`src/design/soc_bus_pkg.sv`:
```
// widths, vector typedefs, address map, initiator indices and state enums for the soc bus
package soc_bus_pkg;

  // bus widths
  localparam int ADDR_W = 32;
  localparam int DATA_W = 32;

  typedef logic [ADDR_W-1:0]   addr_t;
  typedef logic [DATA_W-1:0]   data_t;
  typedef logic [DATA_W/8-1:0] strb_t; // one enable per byte lane

  // initiators
  localparam int N_INIT = 3;

  typedef logic [1:0] init_idx_t;

  localparam init_idx_t INIT_CLUSTER = 2'd0;
  localparam init_idx_t INIT_HOST    = 2'd1;
  localparam init_idx_t INIT_DEBUG   = 2'd2;

  // decoded target of a request
  typedef enum logic [1:0] {
    TGT_L2,
    TGT_DEBUG,
    TGT_EXT,
    TGT_NONE
  } tgt_t;

  // L2 scratchpad window
  localparam addr_t       L2_BASE  = 32'h1C00_0000;
  localparam int unsigned L2_BYTES = 4096;
  localparam int unsigned L2_WORDS = L2_BYTES / (DATA_W / 8);

  typedef logic [$clog2(L2_WORDS)-1:0] l2_idx_t;

  // debug register window
  localparam addr_t       DEBUG_BASE  = 32'h1A11_0000;
  localparam int unsigned DEBUG_BYTES = 256;

  // external port takes everything from here up to the top of the address space
  localparam addr_t EXT_BASE = DEBUG_BASE + addr_t'(DEBUG_BYTES);

  localparam data_t DEBUG_ID = 32'h50C0_B001; // read-only id word

  // arbiter FSM
  typedef enum logic {
    ARB_IDLE,
    ARB_BUSY
  } arb_state_t;

endpackage

```
`src/design/bus_if.sv`:
```
// bus_if interface: single-word request/response channel with mst, slv and mon modports
`timescale 1ns/1ps

interface bus_if;
  import soc_bus_pkg::*;

  // request
  logic  req_valid;
  logic  req_ready;
  addr_t addr;
  logic  write;
  data_t wdata;
  strb_t strb;

  // response, one pulse per accepted request
  logic  rsp_valid;
  data_t rdata;
  logic  err;

  modport mst (
    output req_valid, addr, write, wdata, strb,
    input  req_ready, rsp_valid, rdata, err
  );

  modport slv (
    input  req_valid, addr, write, wdata, strb,
    output req_ready, rsp_valid, rdata, err
  );

  modport mon (
    input req_valid, req_ready, addr, write, wdata, strb,
    input rsp_valid, rdata, err
  );

endinterface

```
`src/design/bus_arbiter.sv`:
```
// bus_arbiter module: round-robin grant of three initiators onto the shared bus, response return
`timescale 1ns/1ps

module bus_arbiter (
  input  logic                             clk,
  input  logic                             arst_n,
  // initiator side
  input  logic [soc_bus_pkg::N_INIT-1:0]   req_valid,
  input  soc_bus_pkg::addr_t               addr [soc_bus_pkg::N_INIT],
  input  logic [soc_bus_pkg::N_INIT-1:0]   write,
  input  soc_bus_pkg::data_t               wdata [soc_bus_pkg::N_INIT],
  input  soc_bus_pkg::strb_t               strb [soc_bus_pkg::N_INIT],
  output logic [soc_bus_pkg::N_INIT-1:0]   req_ready,
  output logic [soc_bus_pkg::N_INIT-1:0]   rsp_valid,
  output soc_bus_pkg::data_t               rdata [soc_bus_pkg::N_INIT],
  output logic [soc_bus_pkg::N_INIT-1:0]   err,
  // shared bus
  bus_if.mst                               bus
);
  import soc_bus_pkg::*;

  arb_state_t state_q;
  init_idx_t  grant_q;  // last granted, also owner of the pending response
  init_idx_t  pick;
  logic       found;

  // round-robin search, starting after the last grant
  always_comb begin
    int cand;
    pick  = grant_q;
    found = 1'b0;
    for (int k = 1; k <= N_INIT; k++) begin
      cand = (int'(grant_q) + k) % N_INIT;
      if (!found && req_valid[cand]) begin
        pick  = init_idx_t'(cand);
        found = 1'b1;
      end
    end
  end

  // winner's request onto the shared bus, only while idle
  assign bus.req_valid = (state_q == ARB_IDLE) && found;
  assign bus.addr      = addr[pick];
  assign bus.write     = write[pick];
  assign bus.wdata     = wdata[pick];
  assign bus.strb      = strb[pick];

  always_comb begin
    for (int i = 0; i < N_INIT; i++) begin
      req_ready[i] = (state_q == ARB_IDLE) && found && (pick == init_idx_t'(i))
                     && bus.req_ready;
      rsp_valid[i] = (state_q == ARB_BUSY) && bus.rsp_valid
                     && (grant_q == init_idx_t'(i));
      // others see zeros
      rdata[i]     = (rsp_valid[i]) ? bus.rdata : '0;
      err[i]       = rsp_valid[i] && bus.err;
    end
  end

  always_ff @(posedge clk or negedge arst_n) begin
    if (!arst_n) begin
      state_q <= ARB_IDLE;
      grant_q <= INIT_DEBUG; // so the cluster is searched first
    end else begin
      case (state_q)
        ARB_IDLE: begin
          if (bus.req_valid && bus.req_ready) begin
            grant_q <= pick;
            state_q <= ARB_BUSY;
          end
        end
        ARB_BUSY: begin
          if (bus.rsp_valid) begin
            state_q <= ARB_IDLE; // next grant one cycle later at the earliest
          end
        end
        default: state_q <= ARB_IDLE;
      endcase
    end
  end

endmodule

```
`src/flat_wrapper.sv`:
```
// flat-port wrapper written by rule: the top's interface ports become plain ports
module bus_arbiter_flat import soc_bus_pkg::*;
  (clk, arst_n, req_valid, addr, write, wdata, strb, req_ready, rsp_valid, rdata, err, bus_req_valid, bus_addr, bus_write, bus_wdata, bus_strb, bus_req_ready, bus_rsp_valid, bus_rdata, bus_err);
  bus_if bus_i ();
  input  logic clk;
  input  logic arst_n;
  input  logic [soc_bus_pkg::N_INIT-1:0] req_valid;
  input  soc_bus_pkg::addr_t addr[soc_bus_pkg::N_INIT];
  input  logic [soc_bus_pkg::N_INIT-1:0] write;
  input  soc_bus_pkg::data_t wdata[soc_bus_pkg::N_INIT];
  input  soc_bus_pkg::strb_t strb[soc_bus_pkg::N_INIT];
  output logic [soc_bus_pkg::N_INIT-1:0] req_ready;
  output logic [soc_bus_pkg::N_INIT-1:0] rsp_valid;
  output soc_bus_pkg::data_t rdata[soc_bus_pkg::N_INIT];
  output logic [soc_bus_pkg::N_INIT-1:0] err;
  output wire logic [$bits(bus_i.req_valid)-1:0] bus_req_valid;
  output wire logic [$bits(bus_i.addr)-1:0] bus_addr;
  output wire logic [$bits(bus_i.write)-1:0] bus_write;
  output wire logic [$bits(bus_i.wdata)-1:0] bus_wdata;
  output wire logic [$bits(bus_i.strb)-1:0] bus_strb;
  input wire logic [$bits(bus_i.req_ready)-1:0] bus_req_ready;
  input wire logic [$bits(bus_i.rsp_valid)-1:0] bus_rsp_valid;
  input wire logic [$bits(bus_i.rdata)-1:0] bus_rdata;
  input wire logic [$bits(bus_i.err)-1:0] bus_err;
  assign bus_req_valid = bus_i.req_valid;
  assign bus_addr = bus_i.addr;
  assign bus_write = bus_i.write;
  assign bus_wdata = bus_i.wdata;
  assign bus_strb = bus_i.strb;
  assign bus_i.req_ready = bus_req_ready;
  assign bus_i.rsp_valid = bus_rsp_valid;
  assign bus_i.rdata = bus_rdata;
  assign bus_i.err = bus_err;
  bus_arbiter u_core (.clk(clk), .arst_n(arst_n), .req_valid(req_valid), .addr(addr), .write(write), .wdata(wdata), .strb(strb), .req_ready(req_ready), .rsp_valid(rsp_valid), .rdata(rdata), .err(err), .bus(bus_i));
endmodule
```
`config.mk`:
```
export PLATFORM = sky130hd
export DESIGN_NAME = bus_arbiter_flat
export DESIGN_NICKNAME = d
export VERILOG_FILES = /design/src/design/soc_bus_pkg.sv /design/src/design/bus_if.sv /design/src/design/bus_arbiter.sv /design/src/flat_wrapper.sv
export SDC_FILE = /design/constraint.sdc
export NUM_CORES = 1
export LEC_CHECK = 0
export BUFFER_PORTS_ARGS = -buffer_cell sky130_fd_sc_hd__buf_2
export CELL_PAD_IN_SITES_DETAIL_PLACEMENT = 2
export CELL_PAD_IN_SITES_GLOBAL_PLACEMENT = 2
export CORE_AREA = 10 10 158 160
export DETAILED_ROUTE_END_ITERATION = 6
export DIE_AREA = 0 0 168 170
export PLACE_DENSITY = 0.92
export SKIP_LAST_GASP = 1
export SYNTH_ARGS = -nofsm -noshare
export SYNTH_HDL_FRONTEND = slang
export SYNTH_SLANG_ARGS = --single-unit
```
`constraint.sdc`:
```
create_clock -name clk -period 6.6 [get_ports clk]
set_input_delay 0.66 -clock clk [delete_from_list [all_inputs] [get_ports clk]]
set_output_delay 0.66 -clock clk [all_outputs]
set_load 0.02 [all_outputs]
```
# Word-level counts from Yosys, hierarchy flattened
# Cells that the tools add are included.
dict set report word_totals {
  ff_bits 3
  in_bits 247
  output_inout_bits 175
  elab_cells 73
}
dict set report op_classes {
  n_addsub 3
  div_mod_pow 3
  magnitude_cmp 5
  eq_ne 4
  mux 32
  n_bitwise 2
  n_reduce_logical 22
}
# cell n
set op_table {}
lappend op_table {{$mux W32} 7}
lappend op_table {{$bmux W32 S2} 2}
lappend op_table {{$lt A32 B4 Y1 const B} 3}
lappend op_table {{$mod A32 B3 Y32 const B} 3}
lappend op_table {{$logic_and A1 B1 Y1} 17}
lappend op_table {{$mux W1} 12}
lappend op_table {{$bmux W1 S2} 4}
lappend op_table {{$bmux W4 S2} 1}
lappend op_table {{$mux W4} 2}
lappend op_table {{$add A2 B2 Y3 const B} 2}
lappend op_table {{$mux W2} 3}
lappend op_table {{$eq A2 B1 Y1 const B} 2}
lappend op_table {{$eq A2 B2 Y1 const B} 2}
lappend op_table {{$logic_not A2 Y1} 2}
lappend op_table {{$add A2 B1 Y3 const B} 1}
lappend op_table {{$ge A3 B3 Y1 const B} 1}
lappend op_table {{$lt A2 B3 Y1 const B} 1}
lappend op_table {{$not A2 Y3} 1}
lappend op_table {{$logic_not A1 Y1} 2}
lappend op_table {{$pmux W1 S2} 1}
lappend op_table {{$reduce_and A2 Y1} 1}
lappend op_table {{$not A1 Y1} 1}

# Logic depth before layout (Yosys ltp)
# Gate-level depths: netlist (run 1).
dict set report logic_depth {
  ltp_word 16
  depth_mapped 12
  depth_no_buf 8
}

# Least setup slack after synthesis (run 1)
# OpenSTA, ideal clock, no wires.
dict set report synth_timing {
  path_type {flip-flop to output port}
  start {register u_core.grant_q[1]}
  end {output bus_addr[0]}
  arrival_ns 2.761
  slack_ns 3.179
  path_stages_with_launch 12
  path_buffers 3
  cell_sequence {dfstp_2 > inv_1 > ha_1 > clkbuf_1 > and2_1 > o21a_1 > a311o_1 > a22o_1 > buf_2 > buf_6 > mux2i_1 > o2bb2ai_1}
}
dict set report synth_via {
  elab_chain_cells 16
}
# element line
set synth_lines {}
lappend synth_lines {{start, declared} bus_arbiter.sv:23} ;# init_idx_t grant_q;
lappend synth_lines {{start signal, assigned} bus_arbiter.sv:68} ;# grant_q <= pick;
lappend synth_lines {{$add A2 B1 Y3} bus_arbiter.sv:33} ;# cand = (int'(grant_q) + k) % N_INIT;
lappend synth_lines {{$mod A32 B3 Y32} bus_arbiter.sv:33}
lappend synth_lines {{$bmux W1 S2} bus_arbiter.sv:34} ;# if (!found && req_valid[cand]) begin
lappend synth_lines {{$mux W1 (implied by the code) (2 in series)} bus_arbiter.sv:34}
lappend synth_lines {{$mux W1} bus_arbiter.sv:34}
lappend synth_lines {{$logic_not A1 Y1} bus_arbiter.sv:34}
lappend synth_lines {{$logic_and A1 B1 Y1} bus_arbiter.sv:34}
lappend synth_lines {{$mux W1} bus_arbiter.sv:34}
lappend synth_lines {{$logic_not A1 Y1} bus_arbiter.sv:34}
lappend synth_lines {{$logic_and A1 B1 Y1} bus_arbiter.sv:34}
lappend synth_lines {{$mux W2 (*)} bus_arbiter.sv:34}
lappend synth_lines {{$not A2 Y3 (implied by the code) (*)} bus_arbiter.sv:43} ;# assign bus.addr = addr[pick];
lappend synth_lines {{$bmux W32 S2 (*)} bus_arbiter.sv:43}
lappend synth_lines {{$mux W32 (implied by the code) (*) (2 in series)} bus_arbiter.sv:43}
lappend synth_lines {{end, declared} flat_wrapper.sv:17} ;# output wire logic [$bits(bus_i.addr)-1:0] bus_addr;
# Mark *: on every way between the ends. The rest lies on a longest branch, timed or not. The select of a mux whose other input is x is not followed.

# Worst setup path in the final report (run 1)
dict set report layout_timing {
  start {register u_core.grant_q[1]}
  end {output bus_strb[3]}
}
dict set report layout_via {
  elab_chain_cells 16
}
# element line
set layout_lines {}
lappend layout_lines {{$add A2 B1 Y3} bus_arbiter.sv:33}
lappend layout_lines {{$mod A32 B3 Y32} bus_arbiter.sv:33}
lappend layout_lines {{$bmux W1 S2} bus_arbiter.sv:34}
lappend layout_lines {{$mux W1 (implied by the code) (2 in series)} bus_arbiter.sv:34}
lappend layout_lines {{$mux W1} bus_arbiter.sv:34}
lappend layout_lines {{$logic_not A1 Y1} bus_arbiter.sv:34}
lappend layout_lines {{$logic_and A1 B1 Y1} bus_arbiter.sv:34}
lappend layout_lines {{$mux W1} bus_arbiter.sv:34}
lappend layout_lines {{$logic_not A1 Y1} bus_arbiter.sv:34}
lappend layout_lines {{$logic_and A1 B1 Y1} bus_arbiter.sv:34}
lappend layout_lines {{$mux W2 (*)} bus_arbiter.sv:34}
lappend layout_lines {{$not A2 Y3 (implied by the code) (*)} bus_arbiter.sv:46} ;# assign bus.strb = strb[pick];
lappend layout_lines {{$bmux W4 S2 (*)} bus_arbiter.sv:46}
lappend layout_lines {{$mux W4 (implied by the code) (*) (2 in series)} bus_arbiter.sv:46}
lappend layout_lines {{end, declared} flat_wrapper.sv:20} ;# output wire logic [$bits(bus_i.strb)-1:0] bus_strb;
# Marked as above.

==> flow_summary_export.csv, run 1 <==
group,metric,value,unit
placed_design,place_congestion,0.846,
timing,finalMaxSlewViolations,0,
critical_path,crit_fanout,31,
clock_tree,clk_latency,0.22,ns
synthesis,synth_area_leader_cell,"mux2i_1",
synthesis,syn-num-nets,585,
critical_path,required,5.94,ns
power_and_ir_drop,p_sw_share,63.0,%
die,ios,422,
power_and_ir_drop,combPwrFrac,95.7,%
routing,drt_iter0_markers,144,
timing,setup_viol,0,
final_layout,area_growth,90.9,%
clock_tree,clkTransAtPathRegs,0.03,ns
power_and_ir_drop,p_clk_share,3.0,%
flow_run,maxCapViolations,0,
routing,vias,4247,
clock_tree,cts_setup_buffers,0,
die,die_y,170,um
power_and_ir_drop,power_frac_seq,1.3,%
placed_design,portBuffers,421,
power_and_ir_drop,p_leak,2.89,nW
power_and_ir_drop,p_sw,2.00,mW
clock_tree,clock_sinks,3,
timing,skew,0.00158,ns
routing,drc,0,
final_layout,drive_gt1_share,59.8,%
critical_path,critPathLaunchType,"register",
critical_path,critPathCaptureType,"output port",
timing,setup_tns,0,ns
synthesis,seq_area_frac_synth,2.92,%
synthesis,ys.flop_type,"dfrtp_1",
synthesis,synthArstFlopShare,100,%
timing,fin_crit_sh,70.9,%
timing,rsz0062_at_grt,"no",
die,coreArea,21700,sq um
clock_tree,ctsHoldBuffers,0,
synthesis,synth-seq-cells,3,
routing,antenna_left,0,
power_and_ir_drop,p_per_area,634,nW/um^2
routing,first_pass_iters,4,
clock_tree,htreeDepth,1,
timing,hold_violations,0,
power_and_ir_drop,intPower,1.17,mW
clock_tree,clock_path_buffers,2,
synthesis,synthTopCellsByArea,"mux2i_1, and2_1, o2bb2ai_1",
global_routing,grt_pass1_vias,4868,
power_and_ir_drop,max-vdd-ir-drop,0.345,mV
critical_path,setup.worst_path.class,"register to output port",
placed_design,place.detailed.hpwl,19.2,mm
die,start_util,12.1,%
timing,relSlewSlack,27.4,%
die,die_x,168,um
clock_tree,post_cts_resized,0,
timing,clock.fmax,0.214,GHz
synthesis,avgSynthCellArea,7.86,sq um
status,status,"completed",
final_layout,fin_nets,979,
timing,tightest_slew,1.09,ns
timing,worst_hold_slack,0.230,ns
routing,wirelength,21.8,mm
routing,vias_per_cell,4.21,
clock_tree,cts_tree,"yes",
routing,wl_per_cell,21.7,um
die,die_area,28600,sq um
hold_path,hp-class,"primary input to asynchronous set/reset pin",
synthesis,synthCells,333,
synthesis,synth_cell_types,33,
global_routing,grt_antenna_before_repair,3,
timing,finalCriticalPeriod,4.68,ns
clock_tree,cts_root_buf,"clkbuf_16",
synthesis,yosysTopAreaCellShare,27.2,%
global_routing,grt_max_degree,52,
global_routing,grt_pass1_wl,31.5,mm
die,rows,54,
clock_tree,cts_made_buffers,3,
synthesis,synth_area,2620,sq um
global_routing,overflow,0,
critical_path,cp_data_arrival_time,4.02,ns
synthesis,ys.warnings.count,0,
synthesis,synth_edf_count,0,
global_routing,track_usage,13.9,%
[worst max-delay path, cell delays in order, from the launching register on]
cell and delay, ns:
dfstp_2 0.56, inv_1 0.08, ha_1 0.44, nor3b_1 0.32, a21oi_1 0.10, and2_1 0.28, a221oi_4 0.92, buf_4 0.48
buf_4 0.32, o2bb2ai_1 0.10, buf_2 0.17
[routing by layer]
metal / global-route usage [%] / wire (um) / vias to the layer above / share of wire (%)
met5: 0 / 17 / - / 0.078
met4: 2.20 / 201 / 2 / 0.92
met3: 3.64 / 1460 / 14 / 6.7
met2: 27.1 / 12100 / 176 / 55
met1: 14.8 / 8110 / 2040 / 37
li1: - / - / 2015 / -
[state kept, by name, indices dropped and copies added (netlist names)]
name / count
u_core.grant_q: 2
u_core.state_q: 1
[power by group through the flow]
stage	Combinational [mW]	Clock, mW	Sequential, mW
final	3.03	0.0955	0.0416
after global routing	3.27	0.0989	0.0433
after CTS	3.09	0.0965	0.0417
after detailed placement	3.09	0	0.0416
after global placement	3.00	0	0.0397
after floorplan	2.16	0	0.0371
[cells in the final DEF, fill, tap and decap left out, types with 3 or more instances in the layout]
cell type and count:
nor2b_1 4, buf_4 5, ha_1 5, nor2_1 3, mux2i_1 71, a21oi_1 3, and2_1 102, nand2_1 3
nand3_1 3, o2bb2ai_1 70, o21ai_0 5, and3_1 3, clkbuf_16 3, buf_2 421, inv_1 4
[metrics by stage]
step                      std cells  util [%]  power (mW)  cell area [sq um]  setup WS (ns)
after CTS                      1006      23.0        3.23               4990           1.87
after global placement         1002      22.7        3.04               4910           2.25
after floorplan                 333         -        2.19               2620           3.18
after detailed placement       1002      22.7        3.13               4910           2.11
final                          1008      23.0        3.17               5000           1.92
after global routing           1008      23.0        3.41               5000           1.65
[path summary, 6_finish.rpt]
check / start / cells after the start / slack (ns) / end
worst max register to register: u_core.grant_q[1] / 7 / 3.90 / u_core.grant_q[1]
worst min-delay path: arst_n / 1 / 0.23 / u_core.state_q
max in group asynchronous: arst_n / 1 / 6.17 / u_core.grant_q[1]
worst min register to register: u_core.grant_q[1] / 2 / 0.56 / u_core.grant_q[1]
min in group clk: u_core.grant_q[1] / 2 / 0.56 / u_core.grant_q[1]
worst max-delay path: u_core.grant_q[1] / 10 / 1.92 / bus_strb[3]
[cell type report]
type	instances	area [sq um]
Antenna cell	2	5.00
Clock buffer	4	78.8
Fill cell	2689	16700
Inverter	4	15.0
Multi-Input combinational cell	289	2330
Sequential cell	3	76.3
Tap cell	280	350
Timing Repair Buffer	426	2140
[logic make-up (layout without fill, tap and decap cells)]
kind of cell	count (synthesis)	count (layout)	synth area share [%]
compound gates	91	91	29.9
fa+ha+maj	5	5	2.39
buf+inv	41	434	8.94
flops	3	3	2.92
mux	72	72	27.6
other cells	0	2	0
simple gates	121	121	28.2
[synthesized netlist by cell type (all sizes together) (2+ instances only)]
library cell / count
a21oi: 4
and2: 102
and3: 3
buf: 17
clkbuf: 20
dfrtp: 2
ha: 5
inv: 4
mux2i: 71
nand2: 3
nand3: 3
nor2: 3
nor2b: 4
nor3b: 2
o21a: 2
o21ai: 5
o2bb2ai: 70
(Power assumes the default switching activity.)
==> inputs of run 2 (changes only) <==
CORE_AREA = unset   (was 10 10 158 160)
CORE_MARGIN = 10   (was unset)
CORE_UTILIZATION = 12   (was unset)
DIE_AREA = unset   (was 0 0 168 170)
clock period = 4.7 ns   (was 6.6 ns; I/O delays follow)
==> run 2 against run 1 <==
Die area is 1.5% lower. Register-to-register slack got worse by 1.9 ns. Utilization increased by 0.83 points. Non-clock buffer count increased by 5.
==> flow_summary_export.csv, run 2 (synthesis results as in run 1) <==
group,metric,value,unit
status,status,"completed",
critical_path,setup.worst_path.class,"register to output port",
timing,setup_viol,0,
final_layout,final_cells,1008,
timing,skew,0.0000281,ns
routing,wirelength,22.3,mm
die,start_util,12.3,%
clock_tree,cts_setup_buffers,0,
final_layout,drive_gt1_share,60.1,%
clock_tree,cts_tree,"yes",
routing,vias_per_cell,4.27,
die,die_y,168,um
power_and_ir_drop,max-vdd-ir-drop,0.402,mV
timing,tightest_slew,1.10,ns
timing,fin_crit_sh,87.4,%
die,rows,53,
power_and_ir_drop,p_leak,2.93,nW
critical_path,crit_fanout,27,
critical_path,rr_endpoint,"u_core.grant_q[1]",
timing,relSlewSlack,26.7,%
critical_path,ff2ff_path_depth,8,
clock_tree,clkTransAtPathRegs,0.03,ns
clock_tree,ctsHoldBuffers,0,
global_routing,grt_max_degree,72,
routing,drc,0,
final_layout,fin_nets,984,
die,coreArea,21200,sq um
global_routing,grt_antenna_before_repair,1,
die,die_x,168,um
die,ios,422,
final_layout,fin_util,23.9,%
final_layout,top_regs,"u_core.grant_q (2), u_core.state_q (1)",
global_routing,grt_pass1_vias,4807,
final_layout,regMostFlops,"u_core.grant_q",
clock_tree,cts_root_buf,"clkbuf_16",
global_routing,overflow,0,
clock_tree,htreeDepth,1,
critical_path,critPathLaunchType,"register",
critical_path,cp_data_arrival_time,3.64,ns
placed_design,portBuffers,421,
clock_tree,post_cts_resized,0,
critical_path,critPathCaptureType,"output port",
timing,rsz0062_at_grt,"no",
final_layout,multi_input_area,2330,sq um
final_layout,final_common_cell,"buf_2",
final_layout,fin_area,5070,sq um
final_layout,largest_register_ffs,2,
critical_path,crit_path_top_delay_cell,"a21oi_4",
routing,first_pass_iters,4,
global_routing,grt_pass1_wl,32.1,mm
placed_design,place_congestion,0.888,
timing,clock.fmax,0.243,GHz
clock_tree,clock_path_buffers,2,
clock_tree,clk_latency,0.22,ns
routing,antenna_left,0,
routing,drt_iter0_markers,155,
power_and_ir_drop,p_total,4.57,mW
timing,setup_tns,0,ns
die,die_area,28100,sq um
timing,worst_slack,0.593,ns
critical_path,r2r-start,"u_core.grant_q[1]",
critical_path,slowest_delay,0.58,ns
hold_path,hp-class,"primary input to asynchronous set/reset pin",
clock_tree,cts_made_buffers,3,
power_and_ir_drop,p_per_area,902,nW/um^2
global_routing,track_usage,14.6,%
placed_design,preCtsSetupSlack,0.793,ns
placed_design,placed_cells,1002,
final_layout,layout_common_cells,"buf_2, and2_1, mux2i_1",
timing,finalCriticalPeriod,4.11,ns
final_layout,ff_latch_area,76.3,sq um
critical_path,worstPathCellList,"inv_1 > ha_1 > nor3b_1 > a21oi_1 > and2_1 > a221o_1 > a21oi_4 > buf_12 > o2bb2ai_1 > buf_2",
placed_design,place.detailed.hpwl,20.0,mm
timing,finalMaxSlewViolations,0,
routing,vias,4307,
critical_path,critPathLaunch,"u_core.grant_q[1]",
placed_design,dpl-instance-area,4980,sq um
timing,hold_violations,0,
flow_run,maxCapViolations,0,
critical_path,required,4.23,ns
final_layout,fillers,2628,
routing,wl_per_cell,22.2,um
timing,worst_hold_slack,0.0375,ns
clock_tree,clock_sinks,3,
final_layout,area_growth,93.5,%
critical_path,reg2reg_slack,1.99,ns
run 2: layer usage:
metal | vias to the layer above | global-route usage [%] | part of all wire (%)
li1 | 2024 | - | -
met1 | 2099 | 15.2 | 37
met2 | 172 | 29.0 | 56
met3 | 12 | 3.63 | 6.3
met4 | 0 | 1.89 | 0.86
met5 | - | 0 | 0
run 2: how the worst max path moves through the flow:
stage	end	cells after the start
3_3_place_gp	bus_addr[0]	10
4_1_cts	bus_wdata[17]	10
3_5_place_dp	bus_wdata[17]	10
2_1_floorplan	bus_addr[0]	11
6_report	bus_wdata[17]	10
5_1_grt	bus_wdata[17]	10
run 2: critical path, delay by kind of cell (launching register included):
kind / cells / cell delay [ns]
and+or+nand+nor: 2 / 0.60
AOI/OAI and AO/OA: 4 / 1.22
DFF: 1 / 0.56
buffers and inverters: 3 / 0.56
adders and majority gates: 1 / 0.44
run 2: power by group:
group / switching, mW / internal [mW]
clock: 0.0219 / 0.112
sequential: 0.0182 / 0.0399
combinational: 2.77 / 1.61
run 2: cell type report:
cell class                      instances  area share [%]
Clock buffer                            4            1.56
Timing Repair Buffer                  431            43.8
Tap cell                              275            6.79
Inverter                                4           0.296
Multi-Input combinational cell        289            45.9
Sequential cell                         3            1.51
Antenna cell                            2          0.0988
==> inputs of run 3 (changes only) <==
RECOVER_POWER = 50   (was unset)
==> run 3 against run 2 <==
Non-clock buffer count is the same. Sequential share of layout area is essentially flat. Utilization decreased by 0.25 points. Largest power group unchanged. Sequential power fell by 1%.
==> flow_summary_export.csv, run 3 (synthesis results as in run 1) <==
group,metric,value,unit
global_routing,grt_pass1_vias,4807,
global_routing,track_usage,14.6,%
final_layout,area_growth,91.5,%
die,die_x,168,um
final_layout,fillers,2644,
routing,vias_per_cell,4.25,
routing,first_pass_iters,4,
timing,rsz0062_at_grt,"no",
power_and_ir_drop,p_per_area,909,nW/um^2
clock_tree,cts_made_buffers,3,
timing,fin_crit_sh,90.1,%
final_layout,regMostFlops,"u_core.grant_q",
clock_tree,cts_setup_buffers,0,
power_and_ir_drop,intPower,1.74,mW
critical_path,critPathCaptureType,"output port",
critical_path,cp_data_arrival_time,3.76,ns
global_routing,grt-busiest-layer,"met2",
final_layout,fin_util,23.6,%
timing,relSlewSlack,26.2,%
global_routing,grt_antenna_before_repair,1,
timing,clock.fmax,0.236,GHz
clock_tree,clock_sinks,3,
die,rows,53,
placed_design,portBuffers,421,
routing,wl_per_cell,22.2,um
clock_tree,clock_path_buffers,2,
global_routing,use_met3,3.63,%
critical_path,crit_fanout,27,
power_and_ir_drop,max-vdd-ir-drop,0.401,mV
power_and_ir_drop,p_leak,2.71,nW
final_layout,layout_common_cells,"buf_2, mux2i_1, o2bb2ai_1",
clock_tree,post_cts_resized,0,
clock_tree,ctsHoldBuffers,0,
global_routing,overflow,0,
critical_path,setup.worst_path.class,"register to output port",
final_layout,final_common_cell,"buf_2",
routing,drt_iter0_markers,160,
final_layout,fin_nets,984,
flow_run,maxCapViolations,0,
routing,wirelength,22.3,mm
hold_path,hp-class,"primary input to asynchronous set/reset pin",
critical_path,critPathLaunchType,"register",
die,coreArea,21200,sq um
routing,drc,0,
timing,setup_viol,0,
status,status,"completed",
global_routing,grt_use_met2,29.0,%
timing,skew,0.0000431,ns
timing,setup_tns,0,ns
critical_path,required,4.23,ns
power_and_ir_drop,power_frac_seq,1.3,%
clock_tree,htreeDepth,1,
global_routing,grt_use_met1,15.2,%
timing,tightest_slew,1.11,ns
global_routing,grt_max_degree,72,
placed_design,place.detailed.hpwl,20.0,mm
timing,hold_violations,0,
power_and_ir_drop,combPwrFrac,95.8,%
power_and_ir_drop,p_sw_share,61.8,%
final_layout,drive_gt1_share,54.2,%
final_layout,top_regs,"u_core.grant_q (2), u_core.state_q (1)",
timing,worst_hold_slack,0.0483,ns
clock_tree,cts_root_buf,"clkbuf_16",
timing,finalMaxSlewViolations,0,
die,ios,422,
die,die_area,28100,sq um
routing,antenna_left,0,
placed_design,placed_cells,1002,
global_routing,grt_pass1_wl,32.1,mm
power_and_ir_drop,p_sw,2.82,mW
clock_tree,clkTransAtPathRegs,0.03,ns
timing,finalCriticalPeriod,4.23,ns
die,start_util,12.3,%
clock_tree,clk_latency,0.22,ns
final_layout,largest_register_ffs,2,
placed_design,place_congestion,0.888,
final_layout,final_cells,1008,
die,die_y,168,um
routing,vias,4287,
clock_tree,cts_tree,"yes",
power_and_ir_drop,p_clk_share,2.9,%
run 3: cell count changes in the layout (fill, tap and decap cells not counted), sizes merged:
cell,previous run,this run
clkbuf,4,46
buf,431,389
run 3: final cells by class:
cell class | count | area (sq um) | area share, %
multi-input cells | 289 | 2330 | 46.4
clock buffers | 4 | 78.8 | 1.57
repair buffers | 431 | 2170 | 43.2
flip-flops and latches | 3 | 76.3 | 1.52
diodes | 2 | 5.00 | 0.0998
inverters | 4 | 15.0 | 0.299
well taps | 275 | 344 | 6.86
run 3: worst paths after layout:
path	start	to	slack (ns)	cells after the start
max	u_core.grant_q[1]	bus_wdata[17]	0.47	10
min	arst_n	u_core.state_q	0.05	1
max reg2reg	u_core.grant_q[1]	u_core.grant_q[1]	1.86	8
min reg2reg	u_core.grant_q[1]	u_core.grant_q[1]	0.60	2
max in group asynchronous	arst_n	u_core.grant_q[1]	4.43	1
min in group clk	bus_rsp_valid	u_core.state_q	0.47	2
run 3: power by group through the flow:
| stage | Clock (mW) | Combinational, mW | Sequential [mW] |
|---|---|---|---|
| after CTS | 0.136 | 4.48 | 0.0586 |
| after floorplan | 0 | 3.03 | 0.0521 |
| final | 0.134 | 4.37 | 0.0573 |
| after global placement | 0 | 4.35 | 0.0567 |
| after global routing | 0.138 | 4.69 | 0.0603 |
| after detailed placement | 0 | 4.47 | 0.0587 |
run 3: worst max-delay path, stage by stage, from the launching register on:
cell       delay (ns)
dfstp_1          0.59
inv_1            0.11
ha_1             0.44
nor3b_1          0.32
a21oi_1          0.11
and2_0           0.32
a221o_1          0.42
a21oi_4          0.58
buf_12           0.26
o2bb2ai_1        0.13
buf_2            0.21
run 3: per-stage QoR:
step | total power, mW | setup slack, ns | area [sq um]
floorplan | 3.08 | 1.47 | 2620
finish | 4.56 | 0.467 | 5010
global placement | 4.41 | 0.925 | 4980
detailed placement | 4.53 | 0.793 | 4980
global route | 4.89 | 0.208 | 5010
CTS | 4.67 | 0.555 | 5060
run 3: per-layer routing:
metal / vias up / part of all wire (%) / routed length [um]
li1: 2024 / - / -
met1: 2079 / 37 / 8230
met2: 170 / 56 / 12500
met3: 14 / 6.1 / 1360
met4: 0 / 0.93 / 208
met5: - / 0 / 0
